--- config.mk ---
export PLATFORM = sky130hd
export DESIGN_NAME = cpu16
export DESIGN_NICKNAME = d
export VERILOG_FILES = /design/src/verilog/opcodes.sv /design/src/verilog/alu.sv /design/src/verilog/registerFile.sv /design/src/verilog/datapath.sv /design/src/verilog/control.sv /design/src/verilog/cpu16.sv
export SDC_FILE = /design/constraint.sdc
export NUM_CORES = 1
export LEC_CHECK = 0
export BUFFER_PORTS_ARGS = -buffer_cell sky130_fd_sc_hd__buf_2
export CAP_MARGIN = 15
export CORE_UTILIZATION = 51
export CTS_CLUSTER_DIAMETER = 30
export DETAILED_ROUTE_END_ITERATION = 12
export GPL_TIMING_DRIVEN = 0
export PLACE_DENSITY = 0.75
export SYNTH_ARGS = -nofsm -noshare
export SYNTH_HDL_FRONTEND = slang
export SYNTH_SLANG_ARGS = --single-unit
--- constraint.sdc ---
create_clock -name Clock -period 5.2 [get_ports Clock]
set_input_delay 1.04 -clock Clock [delete_from_list [all_inputs] [get_ports Clock]]
set_output_delay 1.04 -clock Clock [all_outputs]
set_load 0.05 [all_outputs]
--- src/verilog/opcodes.sv ---
`default_nettype none

package opcodes;

   typedef logic [15:0] Word_t;

   // Instruction bits 15:11
   typedef enum logic [4:0] {
      ADD    = 5'd0,  ADDI   = 5'd1,  ADDIB  = 5'd2,  ADC    = 5'd3,
      ADCI   = 5'd4,  SUB    = 5'd5,  SUBI   = 5'd6,  SUBIB  = 5'd7,
      SUC    = 5'd8,  SUCI   = 5'd9,  LLI    = 5'd10, LUI    = 5'd11,
      LDW    = 5'd12, STW    = 5'd13, BR     = 5'd14, BNE    = 5'd15,
      BE     = 5'd16, BLT    = 5'd17, BGE    = 5'd18, BWL    = 5'd19,
      JMP    = 5'd20, PUSH_POP = 5'd21, RET  = 5'd22, RSV23  = 5'd23,
      RSV24  = 5'd24, RSV25  = 5'd25, RSV26  = 5'd26, RSV27  = 5'd27,
      RSV28  = 5'd28, RSV29  = 5'd29, RSV30  = 5'd30, RSV31  = 5'd31
   } Opcode_t;

   typedef enum logic [2:0] {
      FnNOP = 3'd0,
      FnADD = 3'd1,
      FnADC = 3'd2,
      FnSUB = 3'd3,
      FnSUC = 3'd4,
      FnIMM = 3'd5,   // Pass operand 2
      FnUPR = 3'd6,   // Operand 2 into high byte
      FnMEM = 3'd7    // Pass operand 1
   } alu_functions_t;

   typedef enum logic {Op1Rd1, Op1Pc} Op1_select_t;

   typedef enum logic {Op2Rd2, Op2Imm} Op2_select_t;

   // Short is imm5 sign extended, long is imm8 zero extended
   typedef enum logic {ImmShort, ImmLong} Imm_select_t;

   typedef enum logic {WdAlu, WdSys} Wd_select_t;

   // Read port 1 address from rs or rd field
   typedef enum logic {Rs1Ra, Rs1Rd} Rs1_select_t;

   typedef enum logic {Pc1, PcSysbus} pc_select_t;

   // Bit positions in the flag word
   localparam int FLAGS_C = 0;
   localparam int FLAGS_Z = 1;
   localparam int FLAGS_N = 2;
   localparam int FLAGS_V = 3;

endpackage

`default_nettype wire

--- src/verilog/alu.sv ---
`default_nettype none

module alu (
   input  wire opcodes::alu_functions_t AluOp,
   input  wire opcodes::Word_t          A,
   input  wire opcodes::Word_t          B,
   input  wire                          CFlag,
   output opcodes::Word_t               Result,
   output logic [3:0]                   Flags
);

   import opcodes::*;

   Word_t       addend;   // B, inverted when subtracting
   logic        carryIn;
   logic        arith;
   logic [16:0] sum;

   always_comb begin
      addend  = B;
      carryIn = 1'b0;
      arith   = 1'b1;
      case (AluOp)
         FnADD: carryIn = 1'b0;
         FnADC: carryIn = CFlag;
         FnSUB: begin
            addend  = ~B;
            carryIn = 1'b1;
         end
         FnSUC: begin
            addend  = ~B;
            carryIn = CFlag;   // Carry set means no borrow
         end
         default: arith = 1'b0;
      endcase
   end

   assign sum = {1'b0, A} + {1'b0, addend} + {16'h0000, carryIn};

   always_comb begin
      case (AluOp)
         FnADD, FnADC, FnSUB, FnSUC: Result = sum[15:0];
         FnIMM: Result = B;
         FnUPR: Result = {B[7:0], A[7:0]};
         FnMEM: Result = A;
         default: Result = '0;
      endcase
      Flags          = '0;
      Flags[FLAGS_C] = arith & sum[16];
      Flags[FLAGS_Z] = (Result == '0);
      Flags[FLAGS_N] = Result[15];
      Flags[FLAGS_V] = arith & (A[15] == addend[15]) & (sum[15] != A[15]);
   end

endmodule

`default_nettype wire

--- src/verilog/registerFile.sv ---
`default_nettype none

module registerFile (
   input  wire [2:0]           Ra1,
   input  wire [2:0]           Ra2,
   input  wire [2:0]           Wa,
   input  wire opcodes::Word_t Wd,
   input  wire                 We,
   output opcodes::Word_t      Rd1,
   output opcodes::Word_t      Rd2,
   input  wire                 Clock,
   input  wire                 nReset
);

   import opcodes::*;

   Word_t regs [8];

   always_ff @(posedge Clock or negedge nReset) begin
      if (!nReset) begin
         for (int i = 0; i < 8; i++)
            regs[i] <= '0;
      end else if (We) begin
         regs[Wa] <= Wd;
      end
   end

   assign Rd1 = regs[Ra1];   // Combinational reads
   assign Rd2 = regs[Ra2];

endmodule

`default_nettype wire

--- src/verilog/datapath.sv ---
`default_nettype none

module datapath #(
   parameter opcodes::Word_t ResetAddress = 16'h0000
) (
   input  wire opcodes::Op1_select_t Op1Sel,
   input  wire opcodes::Op2_select_t Op2Sel,
   input  wire opcodes::Imm_select_t ImmSel,
   input  wire opcodes::Rs1_select_t Rs1Sel,
   input  wire opcodes::Wd_select_t  WdSel,
   input  wire opcodes::pc_select_t  PcSel,
   input  wire                       PcWe,
   input  wire                       PcEn,
   input  wire                       AluEn,
   input  wire                       AluWe,
   input  wire                       IrWe,
   input  wire                       RegWe,
   input  wire                       MemEn,
   input  wire                       ENB,
   input  wire opcodes::Word_t       AluResult,
   output opcodes::Word_t            AluA,
   output opcodes::Word_t            AluB,
   input  wire opcodes::Word_t       Rd1,
   input  wire opcodes::Word_t       Rd2,
   output logic [2:0]                Ra1,
   output logic [2:0]                Ra2,
   output logic [2:0]                Wa,
   output opcodes::Word_t            Wd,
   output logic                      RfWe,
   input  wire opcodes::Word_t       DataIn,
   output opcodes::Word_t            AdOut,
   output logic [7:0]                OpcodeCondIn,
   input  wire                       Clock,
   input  wire                       nReset
);

   import opcodes::*;

   Word_t pc;
   Word_t ir;
   Word_t aluLatch;
   Word_t inLatch;   // Captured bus read data
   Word_t imm;

   always_ff @(posedge Clock or negedge nReset) begin
      if (!nReset) begin
         pc <= ResetAddress;
         ir <= '0;
      end else begin
         if (PcWe)
            pc <= (PcSel == Pc1) ? pc + 16'd1 : inLatch;
         if (IrWe)
            ir <= inLatch;
      end
   end

   always_ff @(posedge Clock) begin
      if (AluWe)
         aluLatch <= AluResult;
      if (ENB && MemEn)
         inLatch <= DataIn;
   end

   assign imm = (ImmSel == ImmShort) ? {{11{ir[4]}}, ir[4:0]} : {8'h00, ir[7:0]};

   assign AluA = (Op1Sel == Op1Pc) ? pc : Rd1;
   assign AluB = (Op2Sel == Op2Imm) ? imm : Rd2;

   assign Ra1  = (Rs1Sel == Rs1Rd) ? ir[10:8] : ir[7:5];
   assign Ra2  = ir[7:5];
   assign Wa   = ir[10:8];
   assign Wd   = (WdSel == WdSys) ? inLatch : AluResult;
   assign RfWe = RegWe;

   // Bus idles at zero when nothing is driven
   assign AdOut = PcEn ? pc : (AluEn ? aluLatch : '0);

   assign OpcodeCondIn = ir[15:8];

endmodule

`default_nettype wire

--- src/verilog/control.sv ---
`default_nettype none

module control (
   output opcodes::alu_functions_t AluOp,
   output opcodes::Op1_select_t    Op1Sel,
   output opcodes::Op2_select_t    Op2Sel,
   output opcodes::Imm_select_t    ImmSel,
   output opcodes::Rs1_select_t    Rs1Sel,
   output opcodes::Wd_select_t     WdSel,
   output opcodes::pc_select_t     PcSel,
   output logic                    AluEn,
   output logic                    AluWe,
   output logic                    PcWe,
   output logic                    PcEn,
   output logic                    IrWe,
   output logic                    RegWe,
   output logic                    MemEn,    // Bus pads turned to input
   output logic                    ENB,
   output logic                    ALE,
   output logic                    nME,
   output logic                    nOE,
   output logic                    nWE,
   output logic                    CFlag,
   input  wire  [7:0]              OpcodeCondIn,
   input  wire  [3:0]              Flags,
   input  wire                     Clock,
   input  wire                     nReset
);

   import opcodes::*;

   Opcode_t    opcode;
   logic       loadStore;
   logic       statusWe;
   logic [3:0] statusReg;

   enum logic {fetch, execute} state;
   enum logic [1:0] {fet1, fet2, fet3, fet4} fetchSub;
   enum logic [2:0] {exe1, exe2, exe3, exe4, exe5} executeSub;

   assign opcode    = Opcode_t'(OpcodeCondIn[7:3]);
   assign loadStore = (opcode == LDW) || (opcode == STW);

   always_ff @(posedge Clock or negedge nReset) begin
      if (!nReset) begin
         statusReg <= '0;
      end else if (statusWe) begin
         statusReg <= Flags;
      end
   end

   assign CFlag = statusReg[FLAGS_C];

   always_ff @(posedge Clock or negedge nReset) begin
      if (!nReset) begin
         state      <= fetch;
         fetchSub   <= fet1;
         executeSub <= exe1;
      end else if (state == fetch) begin
         case (fetchSub)
            fet1: fetchSub <= fet2;
            fet2: fetchSub <= fet3;
            fet3: fetchSub <= fet4;
            default: begin
               fetchSub   <= fet1;
               executeSub <= exe1;
               state      <= execute;
            end
         endcase
      end else begin
         case (executeSub)
            exe1: executeSub <= exe2;
            exe2: executeSub <= exe3;
            exe3: executeSub <= exe4;
            exe4: executeSub <= exe5;
            default: executeSub <= exe1;
         endcase
         if (!loadStore || executeSub == exe5) begin   // Instruction done
            state      <= fetch;
            executeSub <= exe1;
         end
      end
   end

   always_comb begin
      AluOp    = FnNOP;
      Op1Sel   = Op1Rd1;
      Op2Sel   = Op2Rd2;
      ImmSel   = ImmLong;
      Rs1Sel   = Rs1Ra;
      WdSel    = WdAlu;
      PcSel    = Pc1;
      AluEn    = 1'b0;
      AluWe    = 1'b0;
      PcWe     = 1'b0;
      PcEn     = 1'b0;
      IrWe     = 1'b0;
      RegWe    = 1'b0;
      MemEn    = 1'b0;
      ENB      = 1'b0;
      ALE      = 1'b0;
      nME      = 1'b1;
      nOE      = 1'b1;
      nWE      = 1'b1;
      statusWe = 1'b0;
      if (state == fetch) begin
         case (fetchSub)
            fet1: begin
               ALE  = 1'b1;
               PcEn = 1'b1;   // PC is the fetch address
            end
            fet2: begin
               nME   = 1'b0;
               nOE   = 1'b0;
               MemEn = 1'b1;
            end
            fet3: begin
               nME   = 1'b0;
               nOE   = 1'b0;
               MemEn = 1'b1;
               ENB   = 1'b1;
            end
            default: begin
               MemEn = 1'b1;
               IrWe  = 1'b1;
            end
         endcase
      end else begin
         case (executeSub)
            exe1: begin
               case (opcode)
                  // Two-address ops, rd <= rd op rs (or rd op imm5)
                  ADD, ADDI, ADC, SUB, SUBI, SUC: begin
                     Rs1Sel   = Rs1Rd;
                     RegWe    = 1'b1;
                     statusWe = 1'b1;
                     if (opcode == ADDI || opcode == SUBI) begin
                        Op2Sel = Op2Imm;
                        ImmSel = ImmShort;
                     end
                     case (opcode)
                        ADC: AluOp = FnADC;
                        SUB, SUBI: AluOp = FnSUB;
                        SUC: AluOp = FnSUC;
                        default: AluOp = FnADD;
                     endcase
                  end
                  LLI, LUI: begin
                     Rs1Sel = Rs1Rd;   // LUI keeps the low byte of rd
                     Op2Sel = Op2Imm;
                     RegWe  = 1'b1;
                     AluOp  = (opcode == LUI) ? FnUPR : FnIMM;
                  end
                  LDW, STW: begin
                     Op2Sel = Op2Imm;   // Address is rs + imm5
                     ImmSel = ImmShort;
                     AluOp  = FnADD;
                     AluWe  = 1'b1;
                  end
                  default: ;
               endcase
               PcWe = !loadStore;
            end
            exe2: begin
               ALE   = 1'b1;
               AluEn = 1'b1;
            end
            exe3: begin
               AluEn = 1'b1;
               if (opcode == LDW) begin
                  nME   = 1'b0;
                  nOE   = 1'b0;
                  MemEn = 1'b1;
               end else begin
                  Rs1Sel = Rs1Rd;   // Store data into the latch
                  AluOp  = FnMEM;
                  AluWe  = 1'b1;
               end
            end
            exe4: begin
               if (opcode == LDW) begin
                  nME   = 1'b0;
                  nOE   = 1'b0;
                  MemEn = 1'b1;
                  ENB   = 1'b1;
               end else begin
                  AluEn = 1'b1;
               end
            end
            default: begin
               PcWe = 1'b1;
               if (opcode == LDW) begin
                  MemEn = 1'b1;
                  WdSel = WdSys;
                  RegWe = 1'b1;
               end else begin
                  AluEn = 1'b1;
                  nME   = 1'b0;
                  nWE   = 1'b0;
               end
            end
         endcase
      end
   end

endmodule

`default_nettype wire

--- src/verilog/cpu16.sv ---
`default_nettype none

module cpu16 #(
   parameter opcodes::Word_t ResetAddress = 16'h0000
) (
   input  wire                 Clock,
   input  wire                 nReset,
   input  wire opcodes::Word_t DataIn,
   output opcodes::Word_t      AdOut,
   output logic                ALE,
   output logic                nME,
   output logic                nOE,
   output logic                nWE
);

   import opcodes::*;

   alu_functions_t aluOp;
   Op1_select_t    op1Sel;
   Op2_select_t    op2Sel;
   Imm_select_t    immSel;
   Rs1_select_t    rs1Sel;
   Wd_select_t     wdSel;
   pc_select_t     pcSel;
   logic           aluEn, aluWe, pcWe, pcEn, irWe, regWe, memEn, enb, cFlag, rfWe;
   logic [7:0]     opcodeCond;
   logic [3:0]     flags;
   logic [2:0]     ra1, ra2, wa;
   Word_t          aluA, aluB, aluResult, rd1, rd2, wd;

   control control0 (
      .AluOp(aluOp), .Op1Sel(op1Sel), .Op2Sel(op2Sel), .ImmSel(immSel),
      .Rs1Sel(rs1Sel), .WdSel(wdSel), .PcSel(pcSel), .AluEn(aluEn),
      .AluWe(aluWe), .PcWe(pcWe), .PcEn(pcEn), .IrWe(irWe), .RegWe(regWe),
      .MemEn(memEn), .ENB(enb), .ALE(ALE), .nME(nME), .nOE(nOE), .nWE(nWE),
      .CFlag(cFlag), .OpcodeCondIn(opcodeCond), .Flags(flags),
      .Clock(Clock), .nReset(nReset)
   );

   datapath #(.ResetAddress(ResetAddress)) datapath0 (
      .Op1Sel(op1Sel), .Op2Sel(op2Sel), .ImmSel(immSel), .Rs1Sel(rs1Sel),
      .WdSel(wdSel), .PcSel(pcSel), .PcWe(pcWe), .PcEn(pcEn), .AluEn(aluEn),
      .AluWe(aluWe), .IrWe(irWe), .RegWe(regWe), .MemEn(memEn), .ENB(enb),
      .AluResult(aluResult), .AluA(aluA), .AluB(aluB), .Rd1(rd1), .Rd2(rd2),
      .Ra1(ra1), .Ra2(ra2), .Wa(wa), .Wd(wd), .RfWe(rfWe), .DataIn(DataIn),
      .AdOut(AdOut), .OpcodeCondIn(opcodeCond), .Clock(Clock), .nReset(nReset)
   );

   registerFile registerFile0 (
      .Ra1(ra1), .Ra2(ra2), .Wa(wa), .Wd(wd), .We(rfWe), .Rd1(rd1), .Rd2(rd2),
      .Clock(Clock), .nReset(nReset)
   );

   alu alu0 (
      .AluOp(aluOp), .A(aluA), .B(aluB), .CFlag(cFlag), .Result(aluResult),
      .Flags(flags)
   );

endmodule

`default_nettype wire

==> impl_metrics.py, run 1 <==
metrics = {
    "grt": {
        "first_global_vias": 9173,
        "global_route_wire_length_before_repair_mm": 53.32,
        "grt_max_degree": 121,
        "antenna_found_initial": 0,
        "grt_overflow": 0,
        "gr-usage-all-layers_pct": 29.98,
    },
    "clock_network": {
        "holdBufCountCts": 0,
        "clk_latency_ps": 450,
        "clock-sinks": 199,
        "cts_buffer_depth": 2,
        "root_buffer": "sky130_fd_sc_hd__clkbuf_16",
        "cts_tree": "done",
        "cts_buffers": 17,
        "clk_pin_slew_worst_paths_ps": 80,
        "cts_htree_levels": 4,
    },
    "run": {
        "max-cap-violations": 0,
    },
    "synth": {
        "synth_seq_cells": 199,
        "synth_ff_type": "sky130_fd_sc_hd__dfrtp_1",
        "syn_area_per_cell_um2": 11.20,
        "synth.net_count": 1093,
        "synth-simple-area-share_pct": 10.96,
        "post_synth_num_cell_types": 64,
        "synth_edf_count": 32,
        "synth_warnings": 0,
        "async_flop_share_pct": 83.92,
        "largest_family_of_logic_cells_by_synthesized_area": "multiplexers",
        "synth_compound_area_share_pct": 12.62,
        "seq_area_frac_synth_pct": 43.56,
        "synth_area_um2": 11800,
        "synth_adder_area_share_pct": 2.354,
        "synth-xor-area-share_pct": 3.340,
        "post_synth_inst_count": 1054,
        "post_synth_mux_area_share_pct": 24.25,
    },
    "cells_and_area": {
        "final_cell_mix": "sky130_fd_sc_hd__dfrtp_1, sky130_fd_sc_hd__nand2_1, sky130_fd_sc_hd__mux2_2",
        "n_antenna_cell": 0,
        "most_common_library_cell_in_the_layout_ignoring_fill_and_taps": "sky130_fd_sc_hd__dfrtp_1",
        "fin_util_pct": 61.82,
        "finish.net_count": 1189,
        "final_layout_size_suffix_gt1_share_pct": 34.48,
        "num-fill-cells": 1764,
        "syn_to_final_growth_pct": 18.61,
    },
    "sta": {
        "hold_ws_ps": 470.7,
        "rsz0062_at_grt": "yes",
        "finalHoldViolations": 0,
        "final.period_utilization_pct": 100.1,
        "final-setup-viol-count": 2,
        "worst_slew_margin_rel_pct": 23.83,
        "max_freq_ghz": 0.1921,
        "final.min_clock_period_ps": 5205,
        "worst-slew-pin-transition_ps": 1136,
        "finClkSkew_ps": 16.61,
        "fin_ws_ps": -5.115,
        "timing.final.max_slew_violations": 0,
    },
    "worst_setup_path": {
        "timing.critical_path.to_type": "flop",
        "crit_path_max_fanout": 10,
        "required_ps": 5540,
        "critPathLaunchType": "flop",
        "worst_ep_arrival_time_ps": 5540,
        "timing_worst_setup_path_type": "reg -> reg",
    },
    "placement": {
        "routabilityCongestion": 0.9571,
        "portBuffers": 37,
        "hpwl_mm": 24.20,
    },
    "min_path": {
        "hold_path.class": "in -> async",
    },
    "routing": {
        "post_drt_via_cell_ratio": 6.548,
        "final_routed_wire_length_divided_by_cell_count_um": 24.25,
        "drt_iter0_markers": 978,
        "wirelength_mm": 35.12,
        "dr_total_vias": 9481,
        "drtPass1Iterations": 6,
        "postRouteAntennaNets": 0,
        "detail_route.drc_violations": 0,
    },
    "die": {
        "top_level_ports": 38,
        "die_width_um": 154.1,
        "y_dimension_of_the_die_um": 154.1,
        "initial_core_util_pct": 52.12,
        "core_area_um2": 22640,
        "floorplan.rows": 55,
        "die-area_um2": 23750,
    },
    "power_and_ir_drop": {
        "total_power_mw": 7.032,
        "powerDensity_nw_per_um2": 502.5,
        "leakage_nw": 6.159,
        "irDropWorstVdd_v": 0.0002778,
    },
    "status": {
        "violations": "negative setup slack",
        "run_status": "finished, violations left",
    },
}
-- worst max-delay path: stages (launching register included) --
cell	delay, ps
sky130_fd_sc_hd__dfrtp_2	440
sky130_fd_sc_hd__buf_4	140
sky130_fd_sc_hd__mux2i_1	110
sky130_fd_sc_hd__o2111a_2	310
sky130_fd_sc_hd__buf_4	160
sky130_fd_sc_hd__a21oi_4	260
sky130_fd_sc_hd__mux2_1	370
sky130_fd_sc_hd__buf_6	170
sky130_fd_sc_hd__clkbuf_4	240
sky130_fd_sc_hd__mux4_2	460
sky130_fd_sc_hd__nand2_1	80
sky130_fd_sc_hd__nand2_1	90
sky130_fd_sc_hd__ha_1	380
sky130_fd_sc_hd__a21o_1	290
sky130_fd_sc_hd__nor4_2	60
sky130_fd_sc_hd__nor2_1	270
sky130_fd_sc_hd__o41ai_4	140
sky130_fd_sc_hd__xnor2_1	140
sky130_fd_sc_hd__a221o_1	340
sky130_fd_sc_hd__mux2_4	330
sky130_fd_sc_hd__mux2_2	280
-- metal layers --
layer / wire (µm) / GRT usage [%] / vias up
met2: 16700 / 49.03 / 525
met3: 3103 / 6.511 / 136
met5: 0 / 0 / -
met1: 13720 / 38.38 / 4702
met4: 1597 / 13.29 / 0
li1: - / - / 4118
-- Yosys cell counts, types with 3 or more instances --
library cell                 n  area (µm²)
sky130_fd_sc_hd__edfxtp_1   32       960.9
sky130_fd_sc_hd__nand2b_1    7       43.79
sky130_fd_sc_hd__nor2_1     55       206.5
sky130_fd_sc_hd__nor3b_1    18       135.1
sky130_fd_sc_hd__nand4_1     7       43.79
sky130_fd_sc_hd__buf_6       4       45.04
sky130_fd_sc_hd__dfrtp_1   167        4179
sky130_fd_sc_hd__nand3_1    16       80.08
sky130_fd_sc_hd__o211ai_1    3       22.52
sky130_fd_sc_hd__a211oi_1   24       180.2
sky130_fd_sc_hd__o21a_1      6       45.04
sky130_fd_sc_hd__a21o_1      6       45.04
sky130_fd_sc_hd__o21bai_1    4       30.03
sky130_fd_sc_hd__a22o_1     17       148.9
sky130_fd_sc_hd__or2_2       8       50.05
sky130_fd_sc_hd__clkbuf_1   48       180.2
sky130_fd_sc_hd__nor3_1      8       40.04
sky130_fd_sc_hd__nand2_1   126       473.0
sky130_fd_sc_hd__mux4_2     44       991.0
sky130_fd_sc_hd__mux4_1      4       105.1
sky130_fd_sc_hd__nor2b_1    10       62.56
sky130_fd_sc_hd__buf_2       8       40.04
sky130_fd_sc_hd__xor2_1     21       183.9
sky130_fd_sc_hd__a221oi_1    5       43.79
sky130_fd_sc_hd__inv_1      12       45.04
sky130_fd_sc_hd__and3_1      6       37.54
sky130_fd_sc_hd__xnor2_1    24       210.2
sky130_fd_sc_hd__a311oi_1   16       140.1
sky130_fd_sc_hd__and2_1      5       31.28
sky130_fd_sc_hd__a31oi_1    14       87.58
sky130_fd_sc_hd__mux2i_1    35       350.3
sky130_fd_sc_hd__ha_1       19       237.7
sky130_fd_sc_hd__o21ai_0    55       275.3
sky130_fd_sc_hd__buf_1       9       33.78
sky130_fd_sc_hd__o31ai_1     3       22.52
sky130_fd_sc_hd__a22oi_1     6       45.04
sky130_fd_sc_hd__mux2_2    121        1363
sky130_fd_sc_hd__a21oi_1    45       225.2
-- final timing paths --
check                                        startpoint                                  to  slack (ps)  cells past startpoint
max in group asynchronous                        nReset  registerFile0.regs[94]$_DFFE_PN0P_        3780                      2
max reg2reg                datapath0.ir[12]$_DFFE_PN0P_  registerFile0.regs[77]$_DFFE_PN0P_          -5                     20
min in group Clock         datapath0.pc[15]$_DFFE_PN0P_        datapath0.pc[15]$_DFFE_PN0P_         480                      1
max                        datapath0.ir[12]$_DFFE_PN0P_  registerFile0.regs[77]$_DFFE_PN0P_          -5                     20
min reg2reg                datapath0.pc[15]$_DFFE_PN0P_        datapath0.pc[15]$_DFFE_PN0P_         480                      1
min                                              nReset    control0.fetchSub[0]$_DFFE_PN0N_         470                      1
-- timing repair --
item / CTS / global route
cloned: 0 / 1
pin swaps: 16 / 40
buffers inserted: 13 / 24
endpoints found under the setup margin: 132 / 101
resized for setup: 99 / 79
-- stage by stage --
stage               cell area [µm²]  setup TNS, ps  worst slack, ps  instances
floorplan                     11800              0            83.64       1054
global placement              12340        -110770            -1374       1376
detailed placement            12430         -93100            -1264       1380
CTS                           13500              0           0.2807       1423
global route                  14000          -3632           -179.1       1448
finish                        14000         -8.794           -5.115       1448
-- where the power goes --
part | total [mW] | leakage, nW | switching [mW] | internal (mW)
logic | 3.71 | 3.28 | 2.22 | 1.49
clock network | 1.36 | 0.292 | 0.666 | 0.696
registers | 1.96 | 2.59 | 0.182 | 1.78
total | 7.03 | 6.16 | 3.06 | 3.97
-- kinds of logic after synthesis --
kind of cell / Yosys count
buffers and inverters: 81
muxes: 208
DFF: 199
xor gates and xnor gates: 45
AOI/OAI and AO/OA: 223
and+or+nand+nor: 277
adders and majority gates: 21
-- area by class of cell --
type                       instances  area (µm²)  area share, %
buffer                            67       420.4          3.004
clock buffer                      18       439.2          3.138
clock inverter                    14       150.1          1.073
inverter                          12       45.04         0.3218
multi-input combinational        774        6875          49.12
sequential                       199        5142          36.74
tap                              285       356.6          2.548
timing repair buffer              79       566.8          4.050
-- state kept, by name, indices dropped and copies added, names as in the netlist --
name / count
datapath0.aluLatch: 16
registerFile0.regs: 128
datapath0.ir: 16
datapath0.pc: 16
control0.statusReg: 1
control0.state: 1
control0.executeSub: 3
datapath0.inLatch: 16
control0.fetchSub: 2
Power figures use the tool's default switching activity.
==> run 2: changes to the inputs <==
--- a/config.mk
+++ b/config.mk
@@ -11,7 +11,7 @@
 export CTS_CLUSTER_DIAMETER = 30
 export DETAILED_ROUTE_END_ITERATION = 12
 export GPL_TIMING_DRIVEN = 0
-export PLACE_DENSITY = 0.75
+export PLACE_DENSITY = 0.8
 export SYNTH_ARGS = -nofsm -noshare
 export SYNTH_HDL_FRONTEND = slang
 export SYNTH_SLANG_ARGS = --single-unit
==> run 2 against run 1 <==
The flow now finishes without violations. Core utilization is 0.80 points lower. Final cell count is 0.76% lower. Clock power hardly changed. Non-clock buffer count is 11 lower. Critical endpoint is now registerFile0.regs[45]$_DFFE_PN0P_. Largest cell class unchanged.
==> impl_metrics.py, run 2 (synthesized netlist as in run 1, its figures left out) <==
metrics = {
    "status": {
        "run_status": "finished, final reports clean",
    },
    "routing": {
        "final_routed_wire_length_divided_by_cell_count_um": 24.77,
        "drtPass1Iterations": 6,
        "post_drt_via_cell_ratio": 6.788,
        "postRouteAntennaNets": 0,
        "detail_route.drc_violations": 0,
        "dr_total_vias": 9755,
        "wirelength_mm": 35.59,
        "drt_iter0_markers": 1361,
    },
    "worst_setup_path": {
        "required_ps": 5530,
        "critPathLaunchType": "flop",
        "timing.rr.end": "registerFile0.regs[45]$_DFFE_PN0P_",
        "crit-reg2reg-launch": "datapath0.ir[12]$_DFFE_PN0P_",
        "r2r_setup_slack_ps": 1,
        "worstRegToRegCells": 20,
        "timing.critical_path.to_type": "flop",
        "crit_path_max_fanout": 10,
        "worst_ep_arrival_time_ps": 5530,
        "timing_worst_setup_path_type": "reg -> reg",
    },
    "run": {
        "max-cap-violations": 0,
    },
    "sta": {
        "fin_ws_ps": 1.115,
        "rsz0062_at_grt": "yes",
        "finClkSkew_ps": 10.69,
        "max_freq_ghz": 0.1923,
        "hold_ws_ps": 488.2,
        "worst_slew_margin_rel_pct": 15.42,
        "final.min_clock_period_ps": 5199,
        "worst-slew-pin-transition_ps": 1261,
        "final.period_utilization_pct": 99.98,
        "final-setup-viol-count": 0,
        "finalHoldViolations": 0,
        "timing.final.max_slew_violations": 0,
    },
    "placement": {
        "portBuffers": 37,
        "place_area_um2": 12430,
        "routabilityCongestion": 0.9896,
        "hpwl_mm": 24.05,
        "place.detailed.instances": 1380,
        "detailedPlace.worstSlack_ps": -1238,
    },
    "cells_and_area": {
        "final_cell_mix": "sky130_fd_sc_hd__dfrtp_1, sky130_fd_sc_hd__nand2_1, sky130_fd_sc_hd__mux2_2",
        "n_antenna_cell": 0,
        "registers.top_by_ff_count": "registerFile0.regs",
        "final_cell_area_um2": 13820,
        "finish.net_count": 1178,
        "finish.cell_count_without_fillers": 1437,
        "largest_register_ffs": 128,
        "syn_to_final_growth_pct": 17.08,
        "most_common_library_cell_in_the_layout_ignoring_fill_and_taps": "sky130_fd_sc_hd__dfrtp_1",
        "final_layout_size_suffix_gt1_share_pct": 33.25,
    },
    "clock_network": {
        "clock-sinks": 199,
        "cts_tree": "done",
        "clk_pin_slew_worst_paths_ps": 80,
        "clk_latency_ps": 450,
        "cts_buffer_depth": 2,
        "cts_htree_levels": 4,
        "cts_buffers": 17,
        "holdBufCountCts": 0,
        "root_buffer": "sky130_fd_sc_hd__clkbuf_16",
    },
    "grt": {
        "gr-usage-all-layers_pct": 30.06,
        "global_route_wire_length_before_repair_mm": 53.90,
        "grt_max_degree": 119,
        "grt_overflow": 0,
        "antenna_found_initial": 0,
        "first_global_vias": 9458,
    },
    "min_path": {
        "hold_path.class": "in -> async",
    },
    "die": {
        "top_level_ports": 38,
        "y_dimension_of_the_die_um": 154.1,
        "die_width_um": 154.1,
        "floorplan.rows": 55,
        "core_area_um2": 22640,
        "die-area_um2": 23750,
        "initial_core_util_pct": 52.12,
    },
    "power_and_ir_drop": {
        "irDropWorstVdd_v": 0.0003002,
        "leakage_nw": 6.113,
        "total_power_mw": 6.832,
        "powerDensity_nw_per_um2": 494.5,
    },
}
run 2: power by group:
part	total, mW	switching, mW	internal, mW
combinational	3.55	2.18	1.37
clock	1.33	0.655	0.672
sequential	1.95	0.174	1.78
run 2: worst max-delay path by stage:
stage                                 startpoint                                  end  depth (start not counted)
floorplan           datapath0.ir[12]$_DFFE_PN0P_  registerFile0.regs[125]$_DFFE_PN0P_                         22
global placement    datapath0.ir[12]$_DFFE_PN0P_   registerFile0.regs[29]$_DFFE_PN0P_                         19
detailed placement  datapath0.ir[12]$_DFFE_PN0P_   registerFile0.regs[14]$_DFFE_PN0P_                         23
CTS                  datapath0.ir[5]$_DFFE_PN0P_   registerFile0.regs[93]$_DFFE_PN0P_                         17
global route         datapath0.ir[9]$_DFFE_PN0P_   registerFile0.regs[93]$_DFFE_PN0P_                         20
finish              datapath0.ir[12]$_DFFE_PN0P_   registerFile0.regs[45]$_DFFE_PN0P_                         20
run 2: per-layer routing:
metal	wire (µm)	up-vias	global-route usage [%]
li1	-	4095	-
met1	13450	4750	38.65
met2	16370	735	47.66
met3	3837	175	6.285
met4	1930	0	16.62
met5	0	-	0
run 2: through the flow:
step           utilization, %  setup TNS [ps]
2_1_floorplan               -               0
3_3_place_gp            54.51         -101550
3_5_place_dp            54.91          -81140
4_1_cts                 59.67               0
5_1_grt                 61.02           -2993
6_report                61.02               0
run 2: what timing repair did:
action / 4_1_cts / 5_1_grt
buffers inserted: 14 / 11
pin swaps: 14 / 26
gates resized for setup: 96 / 55
gates cloned: 0 / 2
endpoints found under the setup margin: 131 / 91
run 2: critical path, stage by stage, from the launching register on:
cell                        delay [ps]
sky130_fd_sc_hd__dfrtp_2           440
sky130_fd_sc_hd__or2_4             270
sky130_fd_sc_hd__o21a_1            180
sky130_fd_sc_hd__buf_6             140
sky130_fd_sc_hd__a22o_1            260
sky130_fd_sc_hd__buf_6             140
sky130_fd_sc_hd__nor2_2            290
sky130_fd_sc_hd__clkbuf_2          350
sky130_fd_sc_hd__nand2_1           110
sky130_fd_sc_hd__a311oi_2          370
sky130_fd_sc_hd__or2_4             210
sky130_fd_sc_hd__ha_1              210
sky130_fd_sc_hd__nor2b_1           140
sky130_fd_sc_hd__o31a_1            290
sky130_fd_sc_hd__o2111ai_2         260
sky130_fd_sc_hd__nand2_2           130
sky130_fd_sc_hd__o41ai_4           230
sky130_fd_sc_hd__xnor2_1           100
sky130_fd_sc_hd__a221o_1           340
sky130_fd_sc_hd__mux2_4            330
sky130_fd_sc_hd__mux2_2            290
run 2: final cells by class:
class,count,area (µm²)
flip-flops and latches,199,5142
well taps,285,356.6
multi-input cells,774,6813
clock buffers,21,470.5
clock inverters,11,105.1
inverters,12,45.04
plain buffers,67,376.6
repair buffers,68,506.7
fillers,1738,8825
==> run 3: changes to the inputs <==
--- a/config.mk
+++ b/config.mk
@@ -5,6 +5,7 @@
 export SDC_FILE = /design/constraint.sdc
 export NUM_CORES = 1
 export LEC_CHECK = 0
+export ABC_AREA = 1
 export BUFFER_PORTS_ARGS = -buffer_cell sky130_fd_sc_hd__buf_2
 export CAP_MARGIN = 15
 export CORE_UTILIZATION = 51
@@ -12,6 +13,8 @@
 export DETAILED_ROUTE_END_ITERATION = 12
 export GPL_TIMING_DRIVEN = 0
 export PLACE_DENSITY = 0.8
+export REMOVE_ABC_BUFFERS = 1
+export SLEW_MARGIN = 15
 export SYNTH_ARGS = -nofsm -noshare
 export SYNTH_HDL_FRONTEND = slang
 export SYNTH_SLANG_ARGS = --single-unit
==> run 3 against run 2 <==
Sequential share of layout area grew 1.4 points. Final cell count rose by 38%. Fmax up 3.3%. Register-to-register slack better by 160 ps. Clock power about the same. Combinational power increased by 23%. Clock skew up 2.4 ps. Synthesized cell count grew 57%.
==> impl_metrics.py, run 3 <==
metrics = {
    "status": {
        "run_status": "finished, final reports clean",
    },
    "synth": {
        "seq_area_frac_synth_pct": 42.34,
        "synth_edf_count": 32,
        "synth_seq_cells": 199,
        "synth_ff_type": "sky130_fd_sc_hd__dfrtp_1",
        "synth_warnings": 0,
        "syn_area_per_cell_um2": 7.330,
        "synth_area_leaders": "sky130_fd_sc_hd__dfrtp_1, sky130_fd_sc_hd__nand2_1, sky130_fd_sc_hd__edfxtp_1",
        "synthDominantCellAreaShare_pct": 34.43,
        "post_synth_num_cell_types": 53,
        "synth_area_um2": 12140,
        "ys_top_cells_by_count": "sky130_fd_sc_hd__nand2_1, sky130_fd_sc_hd__nand3_1, sky130_fd_sc_hd__dfrtp_1",
        "post_synth_inst_count": 1656,
        "yosys.area.top_type": "sky130_fd_sc_hd__dfrtp_1",
        "most_frequent_cell_after_synthesis": "sky130_fd_sc_hd__nand2_1",
        "async_flop_share_pct": 83.92,
    },
    "routing": {
        "dr_total_vias": 12060,
        "drt_iter0_markers": 1549,
        "final_routed_wire_length_divided_by_cell_count_um": 19.92,
        "drtPass1Iterations": 7,
        "post_drt_via_cell_ratio": 6.086,
        "wirelength_mm": 39.48,
        "detail_route.drc_violations": 0,
        "postRouteAntennaNets": 0,
    },
    "sta": {
        "finClkSkew_ps": 13.09,
        "finalHoldViolations": 0,
        "hold_ws_ps": 465.9,
        "rsz0062_at_grt": "no",
        "timing.final.max_slew_violations": 0,
        "max_freq_ghz": 0.1986,
        "fin_ws_ps": 165.5,
        "worst-slew-pin-transition_ps": 1209,
        "final.min_clock_period_ps": 5035,
        "final-setup-viol-count": 0,
        "final.period_utilization_pct": 96.82,
        "worst_slew_margin_rel_pct": 19.30,
    },
    "placement": {
        "routabilityCongestion": 0.9534,
        "place.detailed.instances": 1946,
        "portBuffers": 37,
        "hpwl_mm": 24.94,
        "detailedPlace.worstSlack_ps": -599.7,
    },
    "cells_and_area": {
        "n_antenna_cell": 0,
        "largest_register_ffs": 128,
        "multiInputGateArea_um2": 6446,
        "syn_to_final_growth_pct": 9.730,
        "final_cell_mix": "sky130_fd_sc_hd__nand2_1, sky130_fd_sc_hd__nand3_1, sky130_fd_sc_hd__dfrtp_1",
        "num-fill-cells": 2115,
        "finish.cell_count_without_fillers": 1982,
        "most_common_library_cell_in_the_layout_ignoring_fill_and_taps": "sky130_fd_sc_hd__nand2_1",
        "finish.net_count": 1689,
        "fin_util_pct": 56.92,
        "final_layout_size_suffix_gt1_share_pct": 9.741,
        "registers.top_by_ff_count": "registerFile0.regs",
        "seq_area_um2": 5149,
    },
    "worst_setup_path": {
        "critPathLaunchType": "flop",
        "gate_family_responsible_for_the_most_delay_along_the_worst_path": "compound AO/OA/AOI/OAI gates",
        "worst_ep_arrival_time_ps": 5370,
        "timing.critical_path.to_type": "flop",
        "r2r_setup_slack_ps": 170,
        "crit-reg2reg-launch": "datapath0.ir[6]$_DFFE_PN0P_",
        "worstRegToRegCells": 18,
        "ordered_cell_list_for_the_critical_path": "inv_4 > a21oi_1 > a32oi_1 > o21ai_0 > o21ai_0 > xor2_1 > ha_1 > nand2_1 > o21ai_0 > a21oi_1 > o21ai_0 > nand3_1 > nand3_1 > nand2_1 > nand2_1 > nand4_2 > nand2_1 > nand2_1",
        "cp_common_cell": "sky130_fd_sc_hd__nand2_1",
        "timing_worst_setup_path_type": "reg -> reg",
        "crit_path_max_fanout": 44,
        "required_ps": 5540,
        "timing.rr.end": "registerFile0.regs[47]$_DFFE_PN0P_",
        "critPathMaxStageDelay_ps": 860,
        "worst_path_max_delay_cell": "sky130_fd_sc_hd__dfrtp_2",
        "path_buf_inv": 1,
    },
    "min_path": {
        "worst_hold_startpoint": "datapath0.pc[13]$_DFFE_PN0P_",
        "hold_path.class": "reg -> reg",
        "holdPathEnd": "datapath0.pc[13]$_DFFE_PN0P_",
        "hold_path_depth": 1,
    },
    "power_and_ir_drop": {
        "powerDensity_nw_per_um2": 586.3,
        "internal_power_mw": 3.857,
        "share_seq_of_total_power_pct": 27.1,
        "combinationalPowerShare_pct": 55.7,
        "total_power_mw": 7.810,
        "power.share.switching_pct": 50.62,
        "power.share.clock_pct": 17.2,
        "leakage_nw": 6.475,
        "irDropWorstVdd_v": 0.0004300,
        "power.net_switching_mw": 3.954,
    },
    "die": {
        "core_area_um2": 23400,
        "initial_core_util_pct": 51.87,
        "die_width_um": 156.3,
        "y_dimension_of_the_die_um": 156.3,
        "die-area_um2": 24420,
        "top_level_ports": 38,
        "floorplan.rows": 56,
    },
    "grt": {
        "grt_overflow": 0,
        "global_route_wire_length_before_repair_mm": 61.33,
        "gr-usage-all-layers_pct": 33.14,
        "first_global_vias": 11520,
        "grt_max_degree": 91,
        "antenna_found_initial": 1,
    },
    "clock_network": {
        "clk_latency_ps": 450,
        "root_buffer": "sky130_fd_sc_hd__clkbuf_16",
        "cts_buffer_depth": 2,
        "cts_htree_levels": 4,
        "clk_pin_slew_worst_paths_ps": 70,
        "holdBufCountCts": 0,
        "cts_buffers": 17,
        "clock-sinks": 199,
        "cts_tree": "done",
    },
    "run": {
        "max-cap-violations": 0,
    },
}
run 3: cell count changes in the layout (fill, tap and decap cells not counted), moves of 14 or more:
cell	delta
sky130_fd_sc_hd__nand2_1	+617
sky130_fd_sc_hd__mux4_2	-44
sky130_fd_sc_hd__mux2_4	-15
sky130_fd_sc_hd__nand3_2	+16
sky130_fd_sc_hd__buf_4	-27
sky130_fd_sc_hd__a21oi_1	+43
sky130_fd_sc_hd__inv_1	+61
sky130_fd_sc_hd__nand3_1	+160
sky130_fd_sc_hd__clkbuf_1	-32
sky130_fd_sc_hd__mux2i_1	-30
sky130_fd_sc_hd__a22o_1	-17
sky130_fd_sc_hd__mux2_2	-103
sky130_fd_sc_hd__nor3b_1	-14
run 3: logic make-up (layout without fill, tap and decap cells):
kind of cell	Yosys count	in the layout	share of synthesized area [%]
flops	199	199	42.34
compound gates	181	181	9.081
simple gates	1045	1045	37.20
xor+xnor	42	42	3.030
fa+ha+maj	21	21	2.288
buf+inv	162	169	5.504
mux	6	6	0.5565
run 3: area by class of cell:
cell class	instances	area share, %
Sequential cell	199	38.65
Inverter	87	2.527
Tap cell	319	2.996
Timing Repair inverter	1	0.03757
Clock inverter	12	0.7890
Multi-Input combinational cell	1295	48.39
Timing Repair Buffer	49	3.006
Clock buffer	20	3.598
run 3: per-layer routing:
layer  routed length [µm]  vias up  GRT usage (%)
met2                17250      883          49.43
met3                 5049      186          7.449
met1                14940     5600          43.76
met5                   13        -              0
met4                 2219        2          20.63
li1                     -     5391              -
run 3: metrics by stage:
| stage | TNS (ps) | instance area (µm²) |
|---|---|---|
| floorplan | -5156 | 11800 |
| global placement | -398630 | 12380 |
| detailed placement | -44480 | 12610 |
| CTS | 0 | 13230 |
| global route | 0 | 13320 |
| finish | 0 | 13320 |
run 3: worst max path at each step:
stage,startpoint,depth (start not counted),to
after floorplan,datapath0.ir[5]$_DFFE_PN0P_,20,registerFile0.regs[46]$_DFFE_PN0P_
after global placement,datapath0.ir[5]$_DFFE_PN0P_,19,registerFile0.regs[31]$_DFFE_PN0P_
after detailed placement,control0.state$_DFF_PN0_,22,registerFile0.regs[47]$_DFFE_PN0P_
after CTS,control0.state$_DFF_PN0_,21,registerFile0.regs[47]$_DFFE_PN0P_
after global routing,datapath0.ir[11]$_DFFE_PN0P_,24,registerFile0.regs[111]$_DFFE_PN0P_
final,datapath0.ir[6]$_DFFE_PN0P_,18,registerFile0.regs[47]$_DFFE_PN0P_
run 3: worst register-to-register path, cell delays in order (launching register included):
cell and delay, ps:
sky130_fd_sc_hd__dfrtp_2 860, sky130_fd_sc_hd__inv_4 440, sky130_fd_sc_hd__a21oi_1 270, sky130_fd_sc_hd__a32oi_1 70
sky130_fd_sc_hd__o21ai_0 420, sky130_fd_sc_hd__o21ai_0 340, sky130_fd_sc_hd__xor2_1 240, sky130_fd_sc_hd__ha_1 420
sky130_fd_sc_hd__nand2_1 90, sky130_fd_sc_hd__o21ai_0 330, sky130_fd_sc_hd__a21oi_1 150, sky130_fd_sc_hd__o21ai_0 330
sky130_fd_sc_hd__nand3_1 200, sky130_fd_sc_hd__nand3_1 140, sky130_fd_sc_hd__nand2_1 60, sky130_fd_sc_hd__nand2_1 80
sky130_fd_sc_hd__nand4_2 270, sky130_fd_sc_hd__nand2_1 150, sky130_fd_sc_hd__nand2_1 60
run 3: what timing repair did:
| item | CTS | global route |
|---|---|---|
| gates cloned | 0 | 1 |
| resized for setup | 8 | 9 |
| pin swaps | 0 | 3 |
| endpoints found under the setup margin | 134 | 79 |
| buffers inserted | 0 | 3 |
run 3: power groups by stage:
stage	sequential (mW)	clock, mW	combinational [mW]
6_report	2.12	1.34	4.35
5_1_grt	2.13	1.40	4.68
4_1_cts	2.12	1.34	4.08
3_5_place_dp	2.15	0	4.02
3_3_place_gp	2.13	0	3.83
2_1_floorplan	2.02	0	2.85
